`src/include/xbar_defines.svh`:
```
`ifndef XBAR_DEFINES_SVH
`define XBAR_DEFINES_SVH

// Channel field widths
`define XBAR_ADDR_W 32
`define XBAR_DATA_W 32
`define XBAR_ID_W   4
`define XBAR_LEN_W  8

// Systolic array register window
`define XBAR_SA_LO 32'h0000_0000
`define XBAR_SA_HI 32'h0000_0005

// CORDIC register window
`define XBAR_CORDIC_LO 32'h0000_0006
`define XBAR_CORDIC_HI 32'h0000_0009

// Everything outside both windows belongs to DRAM

`endif
```
`src/hdl/xbar_pkg.sv`:
```
`include "xbar_defines.svh"

package xbar_pkg;

    // AXI4 read address channel
    typedef struct packed {
        logic [`XBAR_ID_W-1:0]   id;
        logic [`XBAR_ADDR_W-1:0] addr;
        logic [`XBAR_LEN_W-1:0]  len;
        logic [2:0]              size;
        logic [1:0]              burst;
    } ar_req_t;

    // AXI4 read data channel
    typedef struct packed {
        logic [`XBAR_ID_W-1:0]   id;
        logic [`XBAR_DATA_W-1:0] data;
        logic [1:0]              resp;
        logic                    last;
    } r_beat_t;

    // AXI4-Lite read address channel
    typedef struct packed {
        logic [`XBAR_ADDR_W-1:0] addr;
        logic [2:0]              prot;
    } lite_ar_t;

    // AXI4-Lite read data channel
    typedef struct packed {
        logic [`XBAR_DATA_W-1:0] data;
        logic [1:0]              resp;
    } lite_r_t;

    // Route target of an S0 read
    typedef enum logic [1:0] {
        TGT_SA,
        TGT_CORDIC,
        TGT_DRAM
    } target_e;

endpackage

```
`src/hdl/axi_read_interconnect.sv`:
```
`timescale 1ns/1ps

module axi_read_interconnect (
    input  logic                ACLK,
    input  logic                ARESETN,
    // S0 from the processor
    input  xbar_pkg::ar_req_t   s0_ar,
    input  logic                s0_arvalid,
    output logic                s0_arready,
    output xbar_pkg::r_beat_t   s0_r,
    output logic                s0_rvalid,
    input  logic                s0_rready,
    // S1 from the systolic array
    input  xbar_pkg::ar_req_t   s1_ar,
    input  logic                s1_arvalid,
    output logic                s1_arready,
    output xbar_pkg::r_beat_t   s1_r,
    output logic                s1_rvalid,
    input  logic                s1_rready,
    // M0 to CORDIC over AXI4-Lite
    output xbar_pkg::lite_ar_t  m0_ar,
    output logic                m0_arvalid,
    input  logic                m0_arready,
    input  xbar_pkg::lite_r_t   m0_r,
    input  logic                m0_rvalid,
    output logic                m0_rready,
    // M1 to the systolic array registers over AXI4-Lite
    output xbar_pkg::lite_ar_t  m1_ar,
    output logic                m1_arvalid,
    input  logic                m1_arready,
    input  xbar_pkg::lite_r_t   m1_r,
    input  logic                m1_rvalid,
    output logic                m1_rready,
    // M2 to the DRAM controller
    output xbar_pkg::ar_req_t   m2_ar,
    output logic                m2_arvalid,
    input  logic                m2_arready,
    input  xbar_pkg::r_beat_t   m2_r,
    input  logic                m2_rvalid,
    output logic                m2_rready
);

    xbar_pkg::ar_req_t  sa_ar;
    logic               sa_arvalid;
    logic               sa_arready;
    xbar_pkg::r_beat_t  sa_r;
    logic               sa_rvalid;
    logic               sa_rready;

    xbar_pkg::ar_req_t  cordic_ar;
    logic               cordic_arvalid;
    logic               cordic_arready;
    xbar_pkg::r_beat_t  cordic_r;
    logic               cordic_rvalid;
    logic               cordic_rready;

    // S0 share of the DRAM port
    xbar_pkg::ar_req_t  dram_ar;
    logic               dram_arvalid;
    logic               dram_arready;
    xbar_pkg::r_beat_t  dram_r;
    logic               dram_rvalid;
    logic               dram_rready;

    cpu_read_router cpu_read_router_i (
        .ACLK           (ACLK),
        .ARESETN        (ARESETN),
        .s_ar           (s0_ar),
        .s_arvalid      (s0_arvalid),
        .s_arready      (s0_arready),
        .s_r            (s0_r),
        .s_rvalid       (s0_rvalid),
        .s_rready       (s0_rready),
        .sa_ar          (sa_ar),
        .sa_arvalid     (sa_arvalid),
        .sa_arready     (sa_arready),
        .sa_r           (sa_r),
        .sa_rvalid      (sa_rvalid),
        .sa_rready      (sa_rready),
        .cordic_ar      (cordic_ar),
        .cordic_arvalid (cordic_arvalid),
        .cordic_arready (cordic_arready),
        .cordic_r       (cordic_r),
        .cordic_rvalid  (cordic_rvalid),
        .cordic_rready  (cordic_rready),
        .dram_ar        (dram_ar),
        .dram_arvalid   (dram_arvalid),
        .dram_arready   (dram_arready),
        .dram_r         (dram_r),
        .dram_rvalid    (dram_rvalid),
        .dram_rready    (dram_rready)
    );

    // S1 goes straight to the arbiter
    dram_read_arbiter dram_read_arbiter_i (
        .ACLK      (ACLK),
        .ARESETN   (ARESETN),
        .a_ar      (dram_ar),
        .a_arvalid (dram_arvalid),
        .a_arready (dram_arready),
        .a_r       (dram_r),
        .a_rvalid  (dram_rvalid),
        .a_rready  (dram_rready),
        .b_ar      (s1_ar),
        .b_arvalid (s1_arvalid),
        .b_arready (s1_arready),
        .b_r       (s1_r),
        .b_rvalid  (s1_rvalid),
        .b_rready  (s1_rready),
        .m_ar      (m2_ar),
        .m_arvalid (m2_arvalid),
        .m_arready (m2_arready),
        .m_r       (m2_r),
        .m_rvalid  (m2_rvalid),
        .m_rready  (m2_rready)
    );

    lite_read_bridge sa_bridge_i (
        .ACLK      (ACLK),
        .ARESETN   (ARESETN),
        .s_ar      (sa_ar),
        .s_arvalid (sa_arvalid),
        .s_arready (sa_arready),
        .s_r       (sa_r),
        .s_rvalid  (sa_rvalid),
        .s_rready  (sa_rready),
        .m_ar      (m1_ar),
        .m_arvalid (m1_arvalid),
        .m_arready (m1_arready),
        .m_r       (m1_r),
        .m_rvalid  (m1_rvalid),
        .m_rready  (m1_rready)
    );

    lite_read_bridge cordic_bridge_i (
        .ACLK      (ACLK),
        .ARESETN   (ARESETN),
        .s_ar      (cordic_ar),
        .s_arvalid (cordic_arvalid),
        .s_arready (cordic_arready),
        .s_r       (cordic_r),
        .s_rvalid  (cordic_rvalid),
        .s_rready  (cordic_rready),
        .m_ar      (m0_ar),
        .m_arvalid (m0_arvalid),
        .m_arready (m0_arready),
        .m_r       (m0_r),
        .m_rvalid  (m0_rvalid),
        .m_rready  (m0_rready)
    );

endmodule

```
`src/hdl/lite_read_bridge.sv`:
```
`timescale 1ns/1ps
`include "xbar_defines.svh"

module lite_read_bridge (
    input  logic                ACLK,
    input  logic                ARESETN,
    input  xbar_pkg::ar_req_t   s_ar,
    input  logic                s_arvalid,
    output logic                s_arready,
    output xbar_pkg::r_beat_t   s_r,
    output logic                s_rvalid,
    input  logic                s_rready,
    output xbar_pkg::lite_ar_t  m_ar,
    output logic                m_arvalid,
    input  logic                m_arready,
    input  xbar_pkg::lite_r_t   m_r,
    input  logic                m_rvalid,
    output logic                m_rready
);

    logic [`XBAR_ID_W-1:0] id_q;

    // Lite request carries only the address with unprivileged secure data access
    assign m_ar.addr = s_ar.addr;
    assign m_ar.prot = 3'b000;
    assign m_arvalid = s_arvalid;
    assign s_arready = m_arready;

    // Lite has no ID so it is kept for the response
    always_ff @(posedge ACLK or negedge ARESETN) begin
        if (!ARESETN) begin
            id_q <= '0;
        end else if (s_arvalid && s_arready) begin
            id_q <= s_ar.id;
        end
    end

    // Rebuild a single-beat AXI4 response
    assign s_r.id   = id_q;
    assign s_r.data = m_r.data;
    assign s_r.resp = {1'b0, m_r.resp[0]};
    assign s_r.last = 1'b1;
    assign s_rvalid = m_rvalid;
    assign m_rready = s_rready;

    // Lite targets answer one beat per request
    a_single_beat: assert property (@(posedge ACLK) disable iff (!ARESETN)
        s_arvalid && s_arready |-> s_ar.len == '0);

endmodule

```
`src/hdl/dram_read_arbiter.sv`:
```
`timescale 1ns/1ps

module dram_read_arbiter (
    input  logic               ACLK,
    input  logic               ARESETN,
    input  xbar_pkg::ar_req_t  a_ar,
    input  logic               a_arvalid,
    output logic               a_arready,
    output xbar_pkg::r_beat_t  a_r,
    output logic               a_rvalid,
    input  logic               a_rready,
    input  xbar_pkg::ar_req_t  b_ar,
    input  logic               b_arvalid,
    output logic               b_arready,
    output xbar_pkg::r_beat_t  b_r,
    output logic               b_rvalid,
    input  logic               b_rready,
    output xbar_pkg::ar_req_t  m_ar,
    output logic               m_arvalid,
    input  logic               m_arready,
    input  xbar_pkg::r_beat_t  m_r,
    input  logic               m_rvalid,
    output logic               m_rready
);

    // Burst in progress and who owns it
    logic busy;
    logic owner_b;
    // Port b was the last one granted
    logic last_b;
    logic sel_b;
    logic ar_fire;
    logic last_fire;

    // Round robin where a lone requester always wins
    assign sel_b = b_arvalid && (!a_arvalid || !last_b);

    assign m_ar      = sel_b ? b_ar : a_ar;
    assign m_arvalid = !busy && (a_arvalid || b_arvalid);
    assign a_arready = !busy && !sel_b && m_arready;
    assign b_arready = !busy && sel_b && m_arready;

    assign ar_fire   = m_arvalid && m_arready;
    assign last_fire = m_rvalid && m_rready && m_r.last;

    always_ff @(posedge ACLK or negedge ARESETN) begin
        if (!ARESETN) begin
            busy    <= 1'b0;
            owner_b <= 1'b0;
            // S0 takes the first tie
            last_b  <= 1'b1;
        end else if (ar_fire) begin
            busy    <= 1'b1;
            owner_b <= sel_b;
            last_b  <= sel_b;
        end else if (last_fire) begin
            busy <= 1'b0;
        end
    end

    // Beats go to the owner only
    assign a_r = m_r;
    assign b_r = m_r;

    assign a_rvalid = busy && !owner_b && m_rvalid;
    assign b_rvalid = busy && owner_b && m_rvalid;
    assign m_rready = busy && (owner_b ? b_rready : a_rready);

    // DRAM beats only arrive inside an owned burst
    a_beat_in_burst: assert property (@(posedge ACLK) disable iff (!ARESETN)
        m_rvalid |-> busy);

endmodule

```
`src/hdl/cpu_read_router.sv`:
```
`timescale 1ns/1ps
`include "xbar_defines.svh"

module cpu_read_router (
    input  logic               ACLK,
    input  logic               ARESETN,
    input  xbar_pkg::ar_req_t  s_ar,
    input  logic               s_arvalid,
    output logic               s_arready,
    output xbar_pkg::r_beat_t  s_r,
    output logic               s_rvalid,
    input  logic               s_rready,
    output xbar_pkg::ar_req_t  sa_ar,
    output logic               sa_arvalid,
    input  logic               sa_arready,
    input  xbar_pkg::r_beat_t  sa_r,
    input  logic               sa_rvalid,
    output logic               sa_rready,
    output xbar_pkg::ar_req_t  cordic_ar,
    output logic               cordic_arvalid,
    input  logic               cordic_arready,
    input  xbar_pkg::r_beat_t  cordic_r,
    input  logic               cordic_rvalid,
    output logic               cordic_rready,
    output xbar_pkg::ar_req_t  dram_ar,
    output logic               dram_arvalid,
    input  logic               dram_arready,
    input  xbar_pkg::r_beat_t  dram_r,
    input  logic               dram_rvalid,
    output logic               dram_rready
);

    logic                busy;
    xbar_pkg::target_e   tgt_d;
    xbar_pkg::target_e   tgt_q;
    logic                stray_rvalid;

    // Address map decode with DRAM as the default
    always_comb begin
        if ((s_ar.addr - `XBAR_SA_LO) <= (`XBAR_SA_HI - `XBAR_SA_LO)) begin
            tgt_d = xbar_pkg::TGT_SA;
        end else if ((s_ar.addr - `XBAR_CORDIC_LO) <= (`XBAR_CORDIC_HI - `XBAR_CORDIC_LO)) begin
            tgt_d = xbar_pkg::TGT_CORDIC;
        end else begin
            tgt_d = xbar_pkg::TGT_DRAM;
        end
    end

    // Request payload fans out and only the decoded target sees valid
    assign sa_ar     = s_ar;
    assign cordic_ar = s_ar;
    assign dram_ar   = s_ar;

    assign sa_arvalid     = s_arvalid && !busy && (tgt_d == xbar_pkg::TGT_SA);
    assign cordic_arvalid = s_arvalid && !busy && (tgt_d == xbar_pkg::TGT_CORDIC);
    assign dram_arvalid   = s_arvalid && !busy && (tgt_d == xbar_pkg::TGT_DRAM);

    always_comb begin
        case (tgt_d)
            xbar_pkg::TGT_SA:     s_arready = !busy && sa_arready;
            xbar_pkg::TGT_CORDIC: s_arready = !busy && cordic_arready;
            default:              s_arready = !busy && dram_arready;
        endcase
    end

    // Response path follows the latched target
    always_comb begin
        case (tgt_q)
            xbar_pkg::TGT_SA: begin
                s_r      = sa_r;
                s_rvalid = busy && sa_rvalid;
            end
            xbar_pkg::TGT_CORDIC: begin
                s_r      = cordic_r;
                s_rvalid = busy && cordic_rvalid;
            end
            default: begin
                s_r      = dram_r;
                s_rvalid = busy && dram_rvalid;
            end
        endcase
    end

    assign sa_rready     = busy && (tgt_q == xbar_pkg::TGT_SA) && s_rready;
    assign cordic_rready = busy && (tgt_q == xbar_pkg::TGT_CORDIC) && s_rready;
    assign dram_rready   = busy && (tgt_q == xbar_pkg::TGT_DRAM) && s_rready;

    // One read in flight until its last beat is taken
    always_ff @(posedge ACLK or negedge ARESETN) begin
        if (!ARESETN) begin
            busy  <= 1'b0;
            tgt_q <= xbar_pkg::TGT_DRAM;
        end else if (s_arvalid && s_arready) begin
            busy  <= 1'b1;
            tgt_q <= tgt_d;
        end else if (s_rvalid && s_rready && s_r.last) begin
            busy <= 1'b0;
        end
    end

    // Targets must stay quiet unless they own the route
    assign stray_rvalid = (sa_rvalid && !(busy && tgt_q == xbar_pkg::TGT_SA)) ||
                          (cordic_rvalid && !(busy && tgt_q == xbar_pkg::TGT_CORDIC)) ||
                          (dram_rvalid && !(busy && tgt_q == xbar_pkg::TGT_DRAM));

    a_s_ar_stable: assert property (@(posedge ACLK) disable iff (!ARESETN)
        s_arvalid && !s_arready |=> $stable(s_ar));

    a_no_stray_rvalid: assert property (@(posedge ACLK) disable iff (!ARESETN)
        !stray_rvalid);

endmodule

```
`config.mk`:
```
export PLATFORM = sky130hd
export DESIGN_NAME = axi_read_interconnect
export DESIGN_NICKNAME = d
export VERILOG_FILES = /design/src/hdl/xbar_pkg.sv /design/src/hdl/axi_read_interconnect.sv /design/src/hdl/lite_read_bridge.sv /design/src/hdl/dram_read_arbiter.sv /design/src/hdl/cpu_read_router.sv
export VERILOG_INCLUDE_DIRS = /design/src /design/src/include
export SDC_FILE = /design/constraint.sdc
export NUM_CORES = 1
export LEC_CHECK = 0
export ABC_AREA = 1
export BUFFER_PORTS_ARGS = -buffer_cell sky130_fd_sc_hd__buf_2
export CORE_AREA = 2 2 165 167
export DETAILED_ROUTE_END_ITERATION = 8
export DIE_AREA = 0 0 167 169
export PLACE_DENSITY = 0.46
export SYNTH_ARGS = -nofsm -noshare
export SYNTH_HDL_FRONTEND = slang
export SYNTH_SLANG_ARGS = --single-unit
```
`constraint.sdc`:
```
create_clock -name ACLK -period 2.6 [get_ports ACLK]
set_clock_uncertainty 0.2 [all_clocks]
set_input_delay 0.39 -clock ACLK [delete_from_list [all_inputs] [get_ports ACLK]]
set_output_delay 0.39 -clock ACLK [all_outputs]
set_load 0.01 [all_outputs]
```
==> results.cfg <==
[outcome]
status = finished, violations left
violations = negative setup slack

[clocking]
cts.sinks = 14
htreeDepth = 1
cts_buffers = 3
cts_buffer_depth = 2
clk_pin_slew_worst_paths_ns = 0.05
cts_tree = yes
ctsRootBufferMaster = clkbuf_16
clkLatencyLatePin_ns = 0.24

[sta]
hold_viol = 0
setup-violations-final = 53
rsz0062_at_grt = yes
period_share = 1.20
fin_setup_tns_ns = -25.50
drv_slew = 0
min_period_ns = 3.12
max_clock_freq_ghz = 0.321
layout_setup_ws_ns = -0.516

[power]
power_density_nw_per_um2 = 419
p_clk_frac = 0.100
ir_drop_uv = 252
p_total_w = 0.00326
p_comb_frac = 0.796
internal_power_w = 0.00165
p_switching_w = 0.00161
power.leakage_nw = 4.36
p_sw_frac = 0.493
seqPwrFrac = 0.104

[global_route]
grt-ovfl-total = 0
grt_pass1_wl_um = 32600
grt_pass1_vias = 5899
grt_max_degree = 39
grt_use_total = 0.146
antenna_found_initial = 1

[placement]
dp_hpwl_um = 19200
place_congestion = 0.874
placed_cell_area_sq_um = 6600
io_buffers = 415

[synth]
synth_seq_cells = 14
synth_top_area_share = 0.294
synth.avg_cell_area_sq_um = 5.24
synth_commonest_cells = nand2_1 (315), buf_4 (109), nor2_1 (75)
synth_area_sq_um = 4020
synthArstFlopShare = 1.00
synth_cell_type_count = 39
ys.flop_type = dfrtp_1
synth_edf_count = 0
postSynthCellCount = 766
ys_warn_count = 0
yosysMostFrequentCell = nand2_1
yosysSeqAreaShare = 0.0879
ys_top_cells_by_area = nand2_1 (29%), buf_4 (20%), dfrtp_1 (7.5%)
yosysTopAreaCell = nand2_1

[critical_path]
start_kind = primary input
rr_startpoint = cpu_read_router_i.busy$_DFFE_PN0P_
crit_type = primary input to output port
end_kind = output port
cp.arrival_ns = 2.53
crit_fanout = 5
cp.required_ns = 2.01
crit_start = s0_ar[15]

[route]
post_drt_wl_per_cell_um = 15.0
drc = 0
drt_iter0_markers = 160
vias = 6165
via_per_inst = 4.03
drt_wl_total_um = 22900
drtPass1Iterations = 4
detail-route-antenna-nets = 0

[floorplan]
start_util = 0.152
dieArea_sq_um = 28200
num_io_pins = 424
fp.dieH_um = 169
die-width_um = 167
coreArea_sq_um = 26500
row_count = 60

[finish]
fin_util = 0.293
area_growth_pct = 93.5
fin_nets = 1409
diodes = 0
fin_area_sq_um = 7770
layout-drive-gt1-share = 0.616

[flow_run]
max_cap_violations = 0

[min_path]
hp-class = primary input to flop
min_from = s0_ar[45]
-- per-stage QoR --
stage               hold WS (ns)  cells  worst slack, ns
finish                     0.244   1531           -0.516
global route               0.270   1531           -0.662
CTS                        0.256   1519           -0.517
detailed placement         0.130   1505           -0.695
global placement           0.125   1505           -0.700
floorplan                 -0.106    771         -0.00994
-- power by group through the flow --
stage,logic [W],registers [W],clock network (W)
after global placement,0.00222,0.000343,0
after detailed placement,0.00221,0.000342,0
after floorplan,0.00124,0.000297,0
after CTS,0.00236,0.000340,0.000334
final,0.00259,0.000337,0.000325
after global routing,0.00284,0.000348,0.000341
-- state kept, by name (all words and copies together), names as in the netlist --
name	flops
sa_bridge_i.id_q	4
cpu_read_router_i.tgt_q	2
dram_read_arbiter_i.busy	1
dram_read_arbiter_i.owner_b	1
cordic_bridge_i.id_q	4
dram_read_arbiter_i.last_b	1
cpu_read_router_i.busy	1
-- final cells by class --
type | instances | area, sq um
clock buffers | 4 | 88.8
repair buffers | 546 | 3490
well taps | 341 | 427
flip-flops and latches | 14 | 353
multi-input cells | 568 | 3170
inverters | 57 | 231
fillers | 3019 | 18700
repair inverters | 1 | 16.3
-- path summary, 6_finish.rpt --
path / slack [ns] / depth (start not counted) / to
setup / recovery: -0.52 / 20 / m2_ar[15]
min in group asynchronous: 0.43 / 2 / cordic_bridge_i.id_q[1]$_DFFE_PN0P_
max in group asynchronous: 1.45 / 2 / cpu_read_router_i.tgt_q[1]$_DFFE_PN1P_
hold reg to reg: 0.28 / 2 / cordic_bridge_i.id_q[1]$_DFFE_PN0P_
setup reg to reg: 0.63 / 11 / cpu_read_router_i.tgt_q[0]$_DFFE_PN0P_
hold / removal: 0.24 / 3 / cordic_bridge_i.id_q[0]$_DFFE_PN0P_
-- per-layer routing --
layer / part of all wire / vias up / GRT usage / wire length [um]
met1: 0.38 / 2790 / 0.165 / 8720
met2: 0.56 / 242 / 0.296 / 12700
met3: 0.057 / 9 / 0.0143 / 1310
met4: 0.0072 / 2 / 0.0210 / 165
li1: - / 3122 / - / -
met5: 0.00039 / - / 0 / 9
-- logic make-up (layout without fill, tap and decap cells) --
kind of cell | after synthesis | in the layout | synth area share
xor+xnor | 8 | 8 | 0.0175
simple gates | 491 | 491 | 0.516
compound gates | 62 | 62 | 0.0845
fa+ha+maj | 1 | 1 | 0.00312
buf+inv | 189 | 608 | 0.290
other cells | 1 | 6 | 0.000934
flops | 14 | 14 | 0.0879
-- cell usage in the layout (no fill, tap or decap), drive strengths merged, types with 2 or more instances in the layout --
master / instances
o21ai: 47
a22oi: 8
conb: 6
buf: 539
inv: 57
a21oi: 4
clkbuf: 10
nand2: 330
xor2: 7
nor2: 87
dfrtp: 12
nand4: 11
dfstp: 2
nand3b: 2
nand3: 58
-- critical path, cell delays in order --
cell and delay (ns):
buf_8 0.10, ha_4 0.16, inv_4 0.07, nand2_4 0.07, nor2_4 0.14, buf_6 0.15
nand3_4 0.08, o21ai_1 0.12, nand2_1 0.10, nor2_1 0.10, nand2_1 0.07, nor2_2 0.11
nand2_2 0.09, nand4_4 0.10, nand2_8 0.11, buf_12 0.17, buf_16 0.14, nand2_2 0.06
nand2_2 0.06, buf_6 0.11
-- timing repair --
action,4_1_cts,5_1_grt
endpoints found under the setup margin,63,70
buffers inserted,6,5
gates cloned,3,8
pin swaps,7,48
hold buffers,1,0
hold endpoints to repair,12,0
gates resized for setup,58,166
(Power assumes the default switching activity.)
